<file path="config.mk">
export PLATFORM = sky130hd
export DESIGN_NAME = bbox_iterator
export DESIGN_NICKNAME = d
export VERILOG_FILES = /design/src/logic/raster_geom_pkg.sv /design/src/logic/raster_prim_pkg.sv /design/src/logic/bbox_iterator.sv /design/src/logic/column_stepper.sv /design/src/logic/row_stepper.sv /design/src/logic/walk_control.sv
export VERILOG_INCLUDE_DIRS = /design/src /design/src/logic
export SDC_FILE = /design/constraint.sdc
export NUM_CORES = 1
export LEC_CHECK = 0
export BUFFER_PORTS_ARGS = -buffer_cell sky130_fd_sc_hd__buf_4
export CORE_AREA = 2 2 338 340
export DETAILED_ROUTE_END_ITERATION = 7
export DIE_AREA = 0 0 340 342
export PLACE_DENSITY = 0.38
export SLEW_MARGIN = 20
export SYNTH_ARGS = -nofsm -noshare
export SYNTH_HDL_FRONTEND = slang
export SYNTH_SLANG_ARGS = --single-unit
</file>
<file path="constraint.sdc">
create_clock -name clk -period 22.4 [get_ports clk]
set_clock_uncertainty 0.2 [all_clocks]
set_input_delay 4.48 -clock clk [delete_from_list [all_inputs] [get_ports clk]]
set_output_delay 4.48 -clock clk [all_outputs]
set_load 0.02 [all_outputs]
</file>
<file path="src/logic/raster_consts.svh">
`ifndef RASTER_CONSTS_SVH
`define RASTER_CONSTS_SVH

// Bits in a signed fixed-point coordinate or color channel
`define RASTER_SIGFIG 24

// Fraction bits, the integer part sits above them
`define RASTER_RADIX 10

// Vertices per triangle
`define RASTER_VERTS 3

// Axes per vertex, x y z
`define RASTER_AXIS 3

// Color channels per triangle
`define RASTER_COLORS 3

// Vertically stacked samples produced each cycle
`define RASTER_LANES 4

`endif

</file>
<file path="src/logic/raster_geom_pkg.sv">
`default_nettype none

package raster_geom_pkg;

    `include "raster_consts.svh"

    // Signed fixed point, RASTER_RADIX fraction bits
    typedef logic signed [`RASTER_SIGFIG-1:0] coord_t;

    // Screen position of one sample
    typedef struct packed {
        coord_t x;
        coord_t y;
    } point_t;

    // Integer aligned box, lower left and upper right corners
    typedef struct packed {
        point_t ll;
        point_t ur;
    } bbox_t;

    // Lane 0 is the lowest sample of the stack
    typedef point_t [`RASTER_LANES-1:0] sample_lanes_t;

    // One valid bit per lane
    typedef logic [`RASTER_LANES-1:0] lane_mask_t;

    // Step command for the next rising edge
    typedef enum logic [1:0] {
        CMD_LOAD,
        CMD_RIGHT,
        CMD_UP
    } walk_cmd_t;

    // One-hot mode to pitch, bit 3 is one pixel and bit 0 an eighth
    function automatic coord_t sample_pitch(input logic [3:0] mode);
        return coord_t'({mode, {(`RASTER_RADIX - 3){1'b0}}});
    endfunction

endpackage

`default_nettype wire

</file>
<file path="src/logic/raster_prim_pkg.sv">
`default_nettype none

package raster_prim_pkg;

    `include "raster_consts.svh"

    import raster_geom_pkg::*;

    // One vertex, x y z in fixed point
    typedef coord_t [`RASTER_AXIS-1:0] vertex_t;

    // Whole triangle travelling with its samples
    typedef vertex_t [`RASTER_VERTS-1:0] triangle_t;

    // Unsigned color channel, same width as a coordinate
    typedef logic [`RASTER_SIGFIG-1:0] channel_t;

    typedef channel_t [`RASTER_COLORS-1:0] color_t;

    // Everything the sample test needs besides the positions
    typedef struct packed {
        triangle_t triangle;
        color_t    color;
    } prim_attr_t;

    // One-hot multisample mode
    // 1000 is 1x, 0100 is 4x, 0010 is 16x, 0001 is 64x
    typedef logic [3:0] msaa_mode_t;

endpackage

`default_nettype wire

</file>
<file path="src/logic/bbox_iterator.sv">
`default_nettype none

`include "raster_consts.svh"

module bbox_iterator
    import raster_geom_pkg::*;
    import raster_prim_pkg::*;
(
    input  logic          clk,
    input  logic          rst,
    input  prim_attr_t    attr_in,
    input  bbox_t         box_in,
    input  logic          tri_valid,
    input  msaa_mode_t    msaa_mode,
    output sample_lanes_t samples,
    output lane_mask_t    sample_valid,
    output prim_attr_t    attr_out,
    output logic          halt
);

    // Command shared by both steppers
    walk_cmd_t cmd;

    // Edge flags back to the controller
    logic right_edge;
    logic top_edge;

    // Shared x and per lane y
    coord_t                     x;
    coord_t [`RASTER_LANES-1:0] lane_y;

    column_stepper u_column (
        .clk        (clk),
        .rst        (rst),
        .cmd        (cmd),
        .box_in     (box_in),
        .msaa_mode  (msaa_mode),
        .x          (x),
        .right_edge (right_edge)
    );

    row_stepper u_row (
        .clk       (clk),
        .rst       (rst),
        .cmd       (cmd),
        .box_in    (box_in),
        .msaa_mode (msaa_mode),
        .lane_y    (lane_y),
        .top_edge  (top_edge)
    );

    walk_control u_control (
        .clk          (clk),
        .rst          (rst),
        .tri_valid    (tri_valid),
        .attr_in      (attr_in),
        .right_edge   (right_edge),
        .top_edge     (top_edge),
        .cmd          (cmd),
        .attr_out     (attr_out),
        .sample_valid (sample_valid),
        .halt         (halt)
    );

    // Every lane in the stack sits in the same column
    always_comb begin
        for (int i = 0; i < `RASTER_LANES; i++) begin
            samples[i].x = x;
            samples[i].y = lane_y[i];
        end
    end

endmodule

`default_nettype wire

</file>
<file path="src/logic/column_stepper.sv">
`default_nettype none

module column_stepper
    import raster_geom_pkg::*;
    import raster_prim_pkg::*;
(
    input  logic       clk,
    input  logic       rst,
    input  walk_cmd_t  cmd,
    input  bbox_t      box_in,
    input  msaa_mode_t msaa_mode,
    output coord_t     x,
    output logic       right_edge
);

    // Latched horizontal bounds of the current box
    coord_t left_x;
    coord_t right_x;

    // Horizontal distance between neighbouring samples
    coord_t pitch;

    // Mode is decoded live, it only changes between triangles
    assign pitch = sample_pitch(msaa_mode);

    always_ff @(posedge clk or posedge rst) begin
        if (rst) begin
            x       <= '0;
            left_x  <= '0;
            right_x <= '0;
        end else begin
            case (cmd)
                CMD_LOAD: begin
                    // Start at the left edge and capture both bounds
                    x       <= box_in.ll.x;
                    left_x  <= box_in.ll.x;
                    right_x <= box_in.ur.x;
                end
                CMD_RIGHT: begin
                    x <= x + pitch;
                end
                CMD_UP: begin
                    // New lane group starts back at the left edge
                    x <= left_x;
                end
                default: begin
                    x <= x;
                end
            endcase
        end
    end

    // At or past the right bound, signed compare
    assign right_edge = (x >= right_x);

endmodule

`default_nettype wire

</file>
<file path="src/logic/row_stepper.sv">
`default_nettype none

`include "raster_consts.svh"

module row_stepper
    import raster_geom_pkg::*;
    import raster_prim_pkg::*;
(
    input  logic                         clk,
    input  logic                         rst,
    input  walk_cmd_t                    cmd,
    input  bbox_t                        box_in,
    input  msaa_mode_t                   msaa_mode,
    output coord_t [`RASTER_LANES-1:0]   lane_y,
    output logic                         top_edge
);

    // Latched top bound of the current box
    coord_t top_y;

    // Vertical pitch between lanes and between lane groups
    coord_t pitch;
    coord_t group_step;

    // Per lane top comparison
    lane_mask_t lane_at_top;

    assign pitch = sample_pitch(msaa_mode);

    // A group is RASTER_LANES samples tall
    assign group_step = coord_t'(`RASTER_LANES * pitch);

    always_ff @(posedge clk or posedge rst) begin
        if (rst) begin
            top_y  <= '0;
            lane_y <= '0;
        end else begin
            case (cmd)
                CMD_LOAD: begin
                    top_y <= box_in.ur.y;
                    // Stack the lanes upward from the bottom bound
                    for (int i = 0; i < `RASTER_LANES; i++) begin
                        lane_y[i] <= box_in.ll.y + coord_t'(i) * pitch;
                    end
                end
                CMD_UP: begin
                    // Whole stack moves one group up
                    for (int i = 0; i < `RASTER_LANES; i++) begin
                        lane_y[i] <= lane_y[i] + group_step;
                    end
                end
                default: begin
                    // CMD_RIGHT keeps the rows where they are
                    lane_y <= lane_y;
                end
            endcase
        end
    end

    always_comb begin
        for (int i = 0; i < `RASTER_LANES; i++) begin
            lane_at_top[i] = (lane_y[i] >= top_y);
        end
    end

    // Top reached only once every lane is at or past the bound
    assign top_edge = &lane_at_top;

endmodule

`default_nettype wire

</file>
<file path="src/logic/walk_control.sv">
`default_nettype none

module walk_control
    import raster_geom_pkg::*;
    import raster_prim_pkg::*;
(
    input  logic       clk,
    input  logic       rst,
    input  logic       tri_valid,
    input  prim_attr_t attr_in,
    input  logic       right_edge,
    input  logic       top_edge,
    output walk_cmd_t  cmd,
    output prim_attr_t attr_out,
    output lane_mask_t sample_valid,
    output logic       halt
);

    // Waiting for a triangle, or walking its box
    typedef enum logic {
        ST_WAIT,
        ST_WALK
    } walk_state_t;

    walk_state_t state;
    walk_state_t next_state;

    // Next command and next state from the current edge flags
    always_comb begin
        cmd        = CMD_LOAD;
        next_state = state;
        case (state)
            ST_WAIT: begin
                // Keep loading the input box until a triangle shows up
                cmd = CMD_LOAD;
                if (tri_valid) begin
                    next_state = ST_WALK;
                end
            end
            ST_WALK: begin
                if (right_edge && top_edge) begin
                    // Last group done, park on the input box again
                    cmd        = CMD_LOAD;
                    next_state = ST_WAIT;
                end else if (right_edge) begin
                    // End of a row of groups, go up one group
                    cmd = CMD_UP;
                end else begin
                    cmd = CMD_RIGHT;
                end
            end
            default: begin
                cmd        = CMD_LOAD;
                next_state = ST_WAIT;
            end
        endcase
    end

    always_ff @(posedge clk or posedge rst) begin
        if (rst) begin
            state        <= ST_WAIT;
            sample_valid <= '0;
        end else begin
            state <= next_state;
            // All lanes share one valid, set for every walking cycle
            sample_valid <= (next_state == ST_WALK) ? '1 : '0;
        end
    end

    // Attributes follow the input on every load and freeze during the walk
    always_ff @(posedge clk or posedge rst) begin
        if (rst) begin
            attr_out <= '0;
        end else if (cmd == CMD_LOAD) begin
            attr_out <= attr_in;
        end
    end

    // Upstream holds its triangle for as long as we walk
    assign halt = (state == ST_WALK);

endmodule

`default_nettype wire

</file>
# Word level (Yosys, flattened, before mapping)
# Cells that the tools add are included.
dict set report classes {
  addsub 8
  mul 1
  n_lt_le_gt_ge 5
  n_eq_ne 2
  mux 9
  bitwise 1
  n_reduce_logical 5
}
# cell n
set op_table {}
lappend op_table {{96-bit one-hot mux with 2 select lines} 1}
lappend op_table {{24-bit >= comparator} 5}
lappend op_table {{24-bit by 14-bit adder with 24-bit output} 4}
lappend op_table {{24-bit one-hot mux with 3 select lines} 1}
lappend op_table {{24-bit by 12-bit adder with 24-bit output} 2}
lappend op_table {{24-bit by 13-bit adder with 24-bit output} 1}
lappend op_table {{24-bit adder} 1}
lappend op_table {{2-bit by 4-bit multiplier with 6-bit output (first input constant)} 1}
lappend op_table {{2-bit 2-to-1 mux} 2}
lappend op_table {{4-bit 2-to-1 mux} 1}
lappend op_table {{2-bit one-hot mux with 2 select lines} 1}
lappend op_table {{4-bit AND reduction} 1}
lappend op_table {{3-bit nonzero test} 1}
lappend op_table {{2-bit by 1-bit == test with 1-bit output (second input constant)} 1}
lappend op_table {{2-bit == test (second input constant)} 1}
lappend op_table {{2-bit zero test} 1}
lappend op_table {{1-bit 2-to-1 mux} 2}
lappend op_table {{1-bit one-hot mux with 2 select lines} 1}
lappend op_table {{2-bit nonzero test} 1}
lappend op_table {{1-bit logical AND} 1}
lappend op_table {{1-bit NOT} 1}
dict set report totals {
  ff_bits 485
  in_bits 391
  out_inout_bits 485
  word_cells 53
}

# Depth between registers and ports, before layout
# Gate-level depths: netlist of the first run.
dict set report logic_depth {
  word_depth 7
  ltp_mapped 16
  ltp_nobuf 13
}

# Modules after synthesis
# Synthesis of the first run repeated with hierarchy kept, for this count alone.
dict set report hier_totals {
  hier_cells 2092
  hier_area_um2 24543.5
}
# mod n_inst cells_per_inst area_each_um2 seq_area_each_um2
set by_module_without_submodules {}
lappend by_module_without_submodules {walk_control 1 620 11825.1 7231.9}
lappend by_module_without_submodules {row_stepper 1 961 8082.8 2427.3}
lappend by_module_without_submodules {column_stepper 1 439 4095.2 1801.7}
lappend by_module_without_submodules {bbox_iterator 1 72 540.5 0.0}

# Least setup slack after synthesis of the first run
# Ideal clock, no wire load.
dict set report synth_timing {
  path_type {input to register}
  start {in msaa_mode[0]}
  end {reg u_row.lane_y[92] (netlist name)}
  setup_time_ns 0.104
  arrival_time_ns 6.856
  setup_slack_ns 15.240
  stages 12
  path_buffers 0
  path_cell_list {ha_1 -> fa_1 -> ha_1 -> a21oi_1 -> nor2b_1 -> o21a_1 -> o21a_1 -> o21ai_0 -> nor2_1 -> xor2_1 -> nor2_1 -> a221oi_1}
}
dict set report synth_between {
  elab_chain_cells 3
  word_cells_on_any_way 4
  classes_between {2 x add/sub; 1 x mul; 1 x mux}
}
# element line_no
set synth_lines {}
lappend synth_lines {{from (decl)} bbox_iterator.sv:14} ;# input msaa_mode_t msaa_mode,
lappend synth_lines {{2-bit by 4-bit multiplier with 6-bit output} row_stepper.sv:43} ;# lane_y[i] <= box_in.ll.y + coord_t'(i) * pitch;
lappend synth_lines {{24-bit adder} row_stepper.sv:43}
lappend synth_lines {{96-bit one-hot mux with 2 select lines *} row_stepper.sv:38} ;# case (cmd)
lappend synth_lines {{to (signal, indexed assignment)} row_stepper.sv:43}
lappend synth_lines {{to (signal, indexed assignment)} row_stepper.sv:49} ;# lane_y[i] <= lane_y[i] + group_step;
lappend synth_lines {{to (signal assigned)} row_stepper.sv:54} ;# lane_y <= lane_y;
lappend synth_lines {{to (decl)} row_stepper.sv:14} ;# output coord_t [`RASTER_LANES-1:0] lane_y,
# Mark *: on every way between the ends. The rest lies on a longest branch, timed or not.
# A chain may end at the register's enable or synchronous reset.

# Final worst setup path of the first run
dict set report layout_timing {
  start {in msaa_mode[1]}
  end {reg u_row.lane_y[92] (netlist name)}
}
# The elaborated chain is that of the path after synthesis.

==> results list, run 1 <==
* Run status: completed
- Number of buffers on the longest clock path: 3
- The final hold violation count is 0.
- The H-tree was split into 2 levels.
- Period utilisation layout: between 30% and 40%
- Class of the most critical setup path: input port to flip-flop
* Post-Route Setup TNS: 0 ps
- Power spread over the standard cell area amounts to approximately 180 nW/um^2.
* Worst vdd rail ir drop: 0.1033 mV
- The number of antenna violations at the first check in global routing came to 7.
- For this design, the slowest cell found on the critical path is sky130_fd_sc_hd__o21ai_0.
* Total buffers and inverters traversed by the critical path: 1
- Global routing used between 10% and 20% of the available tracks.
* Achievable clock frequency: 139.6 MHz
- Reported max-cap violation count: 0
- Count of flip-flops with a built-in enable after synthesis: 0
* Top cells by area in the synthesized netlist: sky130_fd_sc_hd__dfrtp_1, sky130_fd_sc_hd__nand2_1, sky130_fd_sc_hd__ha_1
* Final Worst Setup Slack: ~15000 ps
- The count of buffers added on input and output ports is around 900.
- The die is roughly 340 um tall.
- Relative to the synthesized area, the layout overhead comes to 40.48%.
- Average cell area after synthesis: roughly 9 sq um
* Part of the Yosys area used for sequential elements: about half
* Worst Path Max Fanout: 13
- Counting the buffers created by CTS gives around 60.
- Detailed Route WL: a little over 100000 um
* # resized after CTS: 0
- Once detail routing completed, the nets flagged for antenna violations numbered 0.
* Root Buffer: sky130_fd_sc_hd__clkbuf_16
- After clock tree synthesis, the clock-pin slew on the worst setup and hold paths is roughly 60 ps.
- CP Data Arrival Time: ~7500 ps
* Sort of element at the start of the critical path: input port
* Unrepaired setup endpoints after global routing: no
* Die ar.: 116300 sq um
* Top Ports: roughly 880
- Post-DP HPWL: roughly 76000 um
- Leak Pwr: between 15 and 20 nW
- Routability-driven placement finished with a final weighted congestion of between 0.7 and 0.8.
- At the placement stage, the worst setup path has a slack of around 14000 ps.
- Total overflow reported by the global router: 0
- TritonCTS built the clock tree.
* Tightest Pin Transition: slightly above 1000 ps
- Setup-violating endpoint count in the final report: 0
- The first detailed-routing pass took 7 iterations.
* Number of nets in the final layout: 3907
- Max-slew headroom at the worst pin: between 30% and 40%
- After clock tree synthesis, the flow added hold-fix buffers numbering 0.
- Cell types with the highest counts after synthesis: sky130_fd_sc_hd__nand2_1, sky130_fd_sc_hd__dfrtp_1, sky130_fd_sc_hd__ha_1
- For the worst setup path, the data required time is approximately 23000 ps.
- After filler insertion, the fill cell instance count of the layout stands at about 12000.
- For the finished layout, the period the worst path requires is about 7200 ps.
* Post-synthesis instance area: ~23000 sq um
- Latest clock arrival within the worst-skew pair: roughly 700 ps
* Slowest Stage Delay on Critical Path: 620 ps
* Largest net degree at the start of global routing: 121
- Top_reg_cell synth: sky130_fd_sc_hd__dfrtp_1
- Ratio of cells with drive above 1 in the final layout: between 20 and 30%
- STA classifies the critical path endpoint as a flip-flop.
* Via count: 20240
- Die W: ~340 um
* Detailed router's first-iteration violation count: between 1000 and 1500
- Count of state elements after synthesis: 458
* Std-Cell Core Area: 113100 sq um
* Number of distinct standard cells referenced by the synthesized netlist: 64
- Area fraction of the dominant cell type after synthesis: 49.59%
* Yosys warns: 0
- After detailed routing, the number of remaining DRC violations is 0.
- Global-route wire length before repair: 145800 um
- Avg WL per Cell: around 21 um
- The synthesized design spends more area on one cell type than any other, namely sky130_fd_sc_hd__dfrtp_1.
- In this design, the largest share of critical-path delay is due to compound AO/OA/AOI/OAI gates.
- The via count of the first global-routing pass came to 20490.
* Number of clock sinks: between 400 and 500
* Classification of the worst-slack hold path: flip-flop to flip-flop
- Async SR Flop Fraction: 100.0%
- Number of pins with negative max-slew slack in the final report: 0
* Setup Fix Bufs, Post-CTS: 0
- The number of nets in the synthesized netlist is about 3200.
- Initial standard-cell utilization of the core: about a fifth
* Most frequently used cell type in the post-synthesis netlist: sky130_fd_sc_hd__nand2_1
- Row generation in the floorplan step produced 124 rows.
* Avg Vias per Cell: 4.102
* Cell count after synthesis: 2635
* Critical-path cell list: buf_4 -> ha_1 -> fa_1 -> ha_1 -> a21oi_1 -> nor2b_1 -> o21a_1 -> o21a_1 -> o21ai_0 -> nor2_1 -> xor2_1 -> nor2_1 -> a221oi_1
==> state kept, by name, summed over array words and instances (netlist names) <==
signal,flops
u_control.sample_valid,1
u_column.x,24
u_row.lane_y,73
u_row.top_y,24
u_column.left_x,24
u_control.attr_out,288
u_column.right_x,24
==> per-layer routing <==
| layer | global-route usage (%) | up-vias | share of wire, % |
|---|---|---|---|
| li1 | - | 9936 | - |
| met5 | 0 | - | 0.012 |
| met2 | 28.73 | 587 | 49 |
| met3 | 4.738 | 104 | 6.8 |
| met1 | 21.02 | 9613 | 42 |
| met4 | 4.314 | 2 | 2.2 |
==> placed cells by master (no fill, tap or decap), types with 4 or more instances in the layout <==
master                         n
sky130_fd_sc_hd__clkbuf_16    59
sky130_fd_sc_hd__and4_1        6
sky130_fd_sc_hd__mux2i_1       4
sky130_fd_sc_hd__xor2_1       48
sky130_fd_sc_hd__nand3_1      44
sky130_fd_sc_hd__nor3_1        8
sky130_fd_sc_hd__nand2b_1      6
sky130_fd_sc_hd__fa_1          9
sky130_fd_sc_hd__o21a_1        7
sky130_fd_sc_hd__a211oi_1      9
sky130_fd_sc_hd__clkbuf_8      9
sky130_fd_sc_hd__dfrtp_1     458
sky130_fd_sc_hd__a21oi_1      72
sky130_fd_sc_hd__clkinv_2     12
sky130_fd_sc_hd__ha_1        134
sky130_fd_sc_hd__bufinv_16     8
sky130_fd_sc_hd__nor2b_1      18
sky130_fd_sc_hd__nand2_1    1111
sky130_fd_sc_hd__o21ai_1      13
sky130_fd_sc_hd__buf_4       894
sky130_fd_sc_hd__a21o_1       19
sky130_fd_sc_hd__o21ai_0     106
sky130_fd_sc_hd__o22ai_1       4
sky130_fd_sc_hd__clkbuf_1     16
sky130_fd_sc_hd__a22oi_1      29
sky130_fd_sc_hd__nor2_1       72
sky130_fd_sc_hd__a31oi_1       5
sky130_fd_sc_hd__nand4_1      27
sky130_fd_sc_hd__a221oi_1      6
sky130_fd_sc_hd__a221o_1       8
sky130_fd_sc_hd__xnor2_1      54
sky130_fd_sc_hd__inv_1        73
sky130_fd_sc_hd__and3_1       18
==> metrics by stage <==
stage	util (%)	instance area, sq um	hold WS [ps]	instances	power (mW)
after detailed placement	26.91	30430	256.3	4824	4.963
after CTS	28.70	32460	269.0	4933	6.022
after global routing	28.70	32470	282.0	4934	6.384
after global placement	26.91	30430	250.4	4824	4.959
after floorplan	-	23110	242.8	2635	3.596
final	28.71	32470	262.8	4935	5.895
==> worst paths after layout <==
| check | slack [ps] | to | cells after the start | from |
|---|---|---|---|---|
| setup / recovery | 15240 | u_row.lane_y[92]$_DFFE_PP0P_ | 13 | msaa_mode[1] |
| hold / removal | 260 | u_control.attr_out[37]$_DFFE_PP0N_ | 2 | u_control.attr_out[37]$_DFFE_PP0N_ |
| setup reg to reg | 15810 | u_control.attr_out[148]$_DFFE_PP0N_ | 15 | u_row.top_y[23]$_DFFE_PP0N_ |
| hold reg to reg | 260 | u_control.attr_out[37]$_DFFE_PP0N_ | 2 | u_control.attr_out[37]$_DFFE_PP0N_ |
| max in group asynchronous | 15270 | u_column.x[15]$_DFFE_PP0P_ | 5 | rst |
| min in group asynchronous | 3750 | u_control.attr_out[19]$_DFFE_PP0N_ | 2 | rst |
==> cells by family after synthesis <==
family                     Yosys count  synth area share [%]
and+or+nand+nor                   1325                 22.93
muxes                                5                0.2219
AOI/OAI and AO/OA                  310                 8.310
adders and majority gates          143                 8.033
xor gates and xnor gates           102                 3.865
buffers and inverters              292                 7.059
DFF                                458                 49.59
==> worst reg2reg max path: cells and delay by family (launching register included) <==
family,cells,cell delay [ps]
flops,1,320
simple gates,5,1260
buf+inv,4,2570
xor+xnor,1,110
compound gates,4,1660
fa+ha+maj,1,440
==> final cells by class <==
class / instances / area [sq um] / share of cell area, %
flip-flops and latches: 458 / 11460 / 35.30
multi-input cells: 1885 / 10060 / 30.99
repair buffers: 895 / 6731 / 20.73
well taps: 1512 / 1892 / 5.827
clock buffers: 84 / 1660 / 5.114
clock inverters: 25 / 371.6 / 1.145
inverters: 74 / 285.3 / 0.8786
diodes: 2 / 5.005 / 0.01541
==> power breakdown <==
part	leakage (nW)	internal [mW]	switching, mW
sequential	5.63	1.25	0.369
clock	0.998	0.607	0.414
combinational	10.1	1.18	2.07
total	16.8	3.04	2.86
Note: power is estimated with default switching activity, not from simulation.
==> run 2: changes to the inputs <==
Settings changed: CORE_AREA 2 2 338 340 to 2 2 336 338, DIE_AREA 0 0 340 342 to 0 0 338 340, PLACE_DENSITY 0.38 to 0.4.
Clock period 22.4 ns to 6 ns, I/O delays scaled along.
==> run 2 against run 1 <==
  * Hold slack improved by 0.99 ps
  * Clock power grew to 3.6 times the previous value
  * Die area shrank 1.2%
  * Cell count shrank 0.10%
  * Combinational power rose to 3.8 times the previous value
  * Largest cell class unchanged
  * Utilization up 0.50 points
  * Setup slack got worse by 14000 ps
  * Global-route usage grew 0.21 points
  * Total power grew to 3.7 times the previous value
  * Final area is 0.38% higher
  * First-iteration DRC count shrank 2.9%
  * Register-to-register slack worse by 15000 ps
==> results list, run 2 (synthesis results as in run 1) <==
* Post-DP HPWL: ~77000 um
- The via count of the first global-routing pass is roughly 21000.
- Class of the most critical setup path: flip-flop to flip-flop
* Number of nets in the final layout: between 3000 and 4000
- Once the floorplan was initialized, standard cells occupied approximately a fifth of the core.
- Setup Fix Bufs, Post-CTS: 0
- Critical path launch point: u_row.lane_y[95]$_DFFE_PP0P_
* Root Buffer: sky130_fd_sc_hd__clkbuf_16
- Summing over every cut layer, the via total after detailed routing is 20250.
* Cell Count Post-Placement: between 4000 and 5000
- In the final routed layout, each cell accounts on average for roughly 20 um.
- Gr usage total: between 10% and 20%
* Total power: roughly 22 mW
- The path class of the tightest hold or removal check is flip-flop to flip-flop.
- The first detailed-routing pass ran for 5 iterations.
- Clock period minus worst slack: approximately 4800 ps
- The detail route stage leaves a number of antenna-violating nets equal to 0.
* Detailed router's first-iteration violation count: about 1200
* Avg Vias per Cell: ~4
* Number of flip-flops under the largest register name: roughly 290
- Tightest Pin Transition: between 900 and 1000 ps
- At the placement stage, the worst setup path has a slack of approximately 1100 ps.
- Total overflow reported by the global router: 0
* Y dimension of the die: 340 um
- Non-filler cells, final: between 4000 and 5000
* Leading cell type in the layout, fill and taps excluded: sky130_fd_sc_hd__nand2_1
* Residual DRC count: 0
- Clock tree from TritonCTS: built
- Ratio of cells with drive above 1 in the final layout: a little under 30%
- Final Worst Setup Slack: approximately 1200 ps
- Across the VDD grid, the largest voltage drop is between 0.3 and 0.4 mV.
- Global-route wire length before repair: ~140000 um
- The die covers about 110000 sq um.
- Power spread over the standard cell area amounts to between 600 and 700 nW/um^2.
- STA puts the critical path data required time at 6390 ps.
- After clock tree synthesis, the clock-pin slew on the worst setup and hold paths is about 60 ps.
- Largest registers in the final layout: u_control.attr_out (288), u_row.lane_y (73)
- The area growth from synthesis to layout is 41.01%.
* Std-Cell Core Area: 111600 sq um
* Unrepaired setup endpoints after global routing: no
* Number of hold buffers added after CTS: 0
- Across the run, the number of max-cap violations was 0.
- Die W: approximately 340 um
* Utilization after layout: slightly below 30%
- Antenna violations before repair: 9
* Gp weighted congestion: between 0.8 and 0.9
- Detailed Route WL: between 100000 and 150000 um
- Number of pins with negative max-slew slack in the final report: 0
- The floorplan has 123 rows.
- Worst Path Max Fanout: 59
- The library cells used most frequently in the layout, excluding fill and tap cells, are sky130_fd_sc_hd__nand2_1, sky130_fd_sc_hd__buf_4, sky130_fd_sc_hd__dfrtp_1.
- For this run, the top clock speed supported by timing is ~210 MHz.
- The final hold violation count was 0.
* Max-slew headroom at the worst pin: approximately a third
- Period utilisation layout: between 70% and 80%
* Reg with most FFs: u_control.attr_out
* Critical path capture point type: flip-flop
- Run status: completed
- Leak Pwr: around 17 nW
* Worst flop-to-flop path startpoint: u_row.lane_y[95]$_DFFE_PP0P_
- Top Ports: 876
* Setup-violating endpoint count in the final report: 0
- During placement, the flow inserted port buffers numbering 875.
- Largest net degree at the start of global routing: about 150
- Sort of element at the start of the critical path: flip-flop
- Post-CTS repair changed the size of 0 cells.
- Latest clock arrival within the worst-skew pair: ~660 ps
- STA puts the critical path data arrival time at between 5000 and 6000 ps.
- Number of buffers on the longest clock path: 3
* H-Tree Level Count: 2
- The worst hold path begins at u_control.attr_out[79]$_DFFE_PP0N_.
- In this run, CTS created clock tree buffers numbering 58.
* Number of clock sinks: 458
## run 2: power breakdown
| group | switching (mW) | total (mW) | internal (mW) |
|---|---|---|---|
| Sequential | 1.33 | 6.01 | 4.69 |
| Clock | 1.54 | 3.68 | 2.14 |
| Combinational | 7.78 | 12.3 | 4.54 |
| Total | 10.6 | 22.0 | 11.4 |
## run 2: critical path: stages, from the launching register on
cell	delay, ps
sky130_fd_sc_hd__dfrtp_1	480
sky130_fd_sc_hd__ha_1	450
sky130_fd_sc_hd__nand4_1	220
sky130_fd_sc_hd__nor4_1	630
sky130_fd_sc_hd__nand2_1	220
sky130_fd_sc_hd__o211ai_1	210
sky130_fd_sc_hd__xor2_1	110
sky130_fd_sc_hd__a211o_1	350
sky130_fd_sc_hd__a211oi_4	410
sky130_fd_sc_hd__a31o_4	500
sky130_fd_sc_hd__buf_12	300
sky130_fd_sc_hd__buf_12	300
sky130_fd_sc_hd__a22oi_1	140
sky130_fd_sc_hd__nand2_1	120
## run 2: path summary, 6_finish.rpt
check                      depth (start not counted)  slack (ps)                                  to
min reg2reg                                        2         260  u_control.attr_out[79]$_DFFE_PP0N_
min in group asynchronous                          2         430  u_control.attr_out[13]$_DFFE_PP0N_
max in group asynchronous                          3        3950          u_column.x[18]$_DFFE_PP0P_
min                                                2         260  u_control.attr_out[79]$_DFFE_PP0N_
max reg2reg                                       13        1240        u_row.lane_y[13]$_DFFE_PP0P_
max                                               13        1240        u_row.lane_y[13]$_DFFE_PP0P_
## run 2: layer usage
metal  wire, um  vias to the layer above  track usage [%]
met4       3844                        8            6.917
met1      40680                     9535            20.68
met2      48760                      613            28.42
met5         47                        -                0
li1           -                     9951                -
met3       7566                      140            4.923
## run 2: through the flow
| stage | instance area, sq um | TNS [ps] | hold WS [ps] |
|---|---|---|---|
| after CTS | 32580 | 0 | 269.5 |
| after detailed placement | 30620 | 0 | 256.4 |
| final | 32590 | 0 | 263.8 |
| after global placement | 30620 | 0 | 250.5 |
| after global routing | 32590 | 0 | 282.5 |
| after floorplan | 23120 | -731430 | 242.8 |
## run 2: final cells by class
class                   instances  area, sq um
flip-flops and latches        458        11460
diodes                          5        12.51
inverters                      74        281.5
well taps                    1500         1877
repair buffers                903         6942
clock inverters                24        297.8
fillers                     12030        78980
clock buffers                  81         1658
multi-input cells            1885        10060
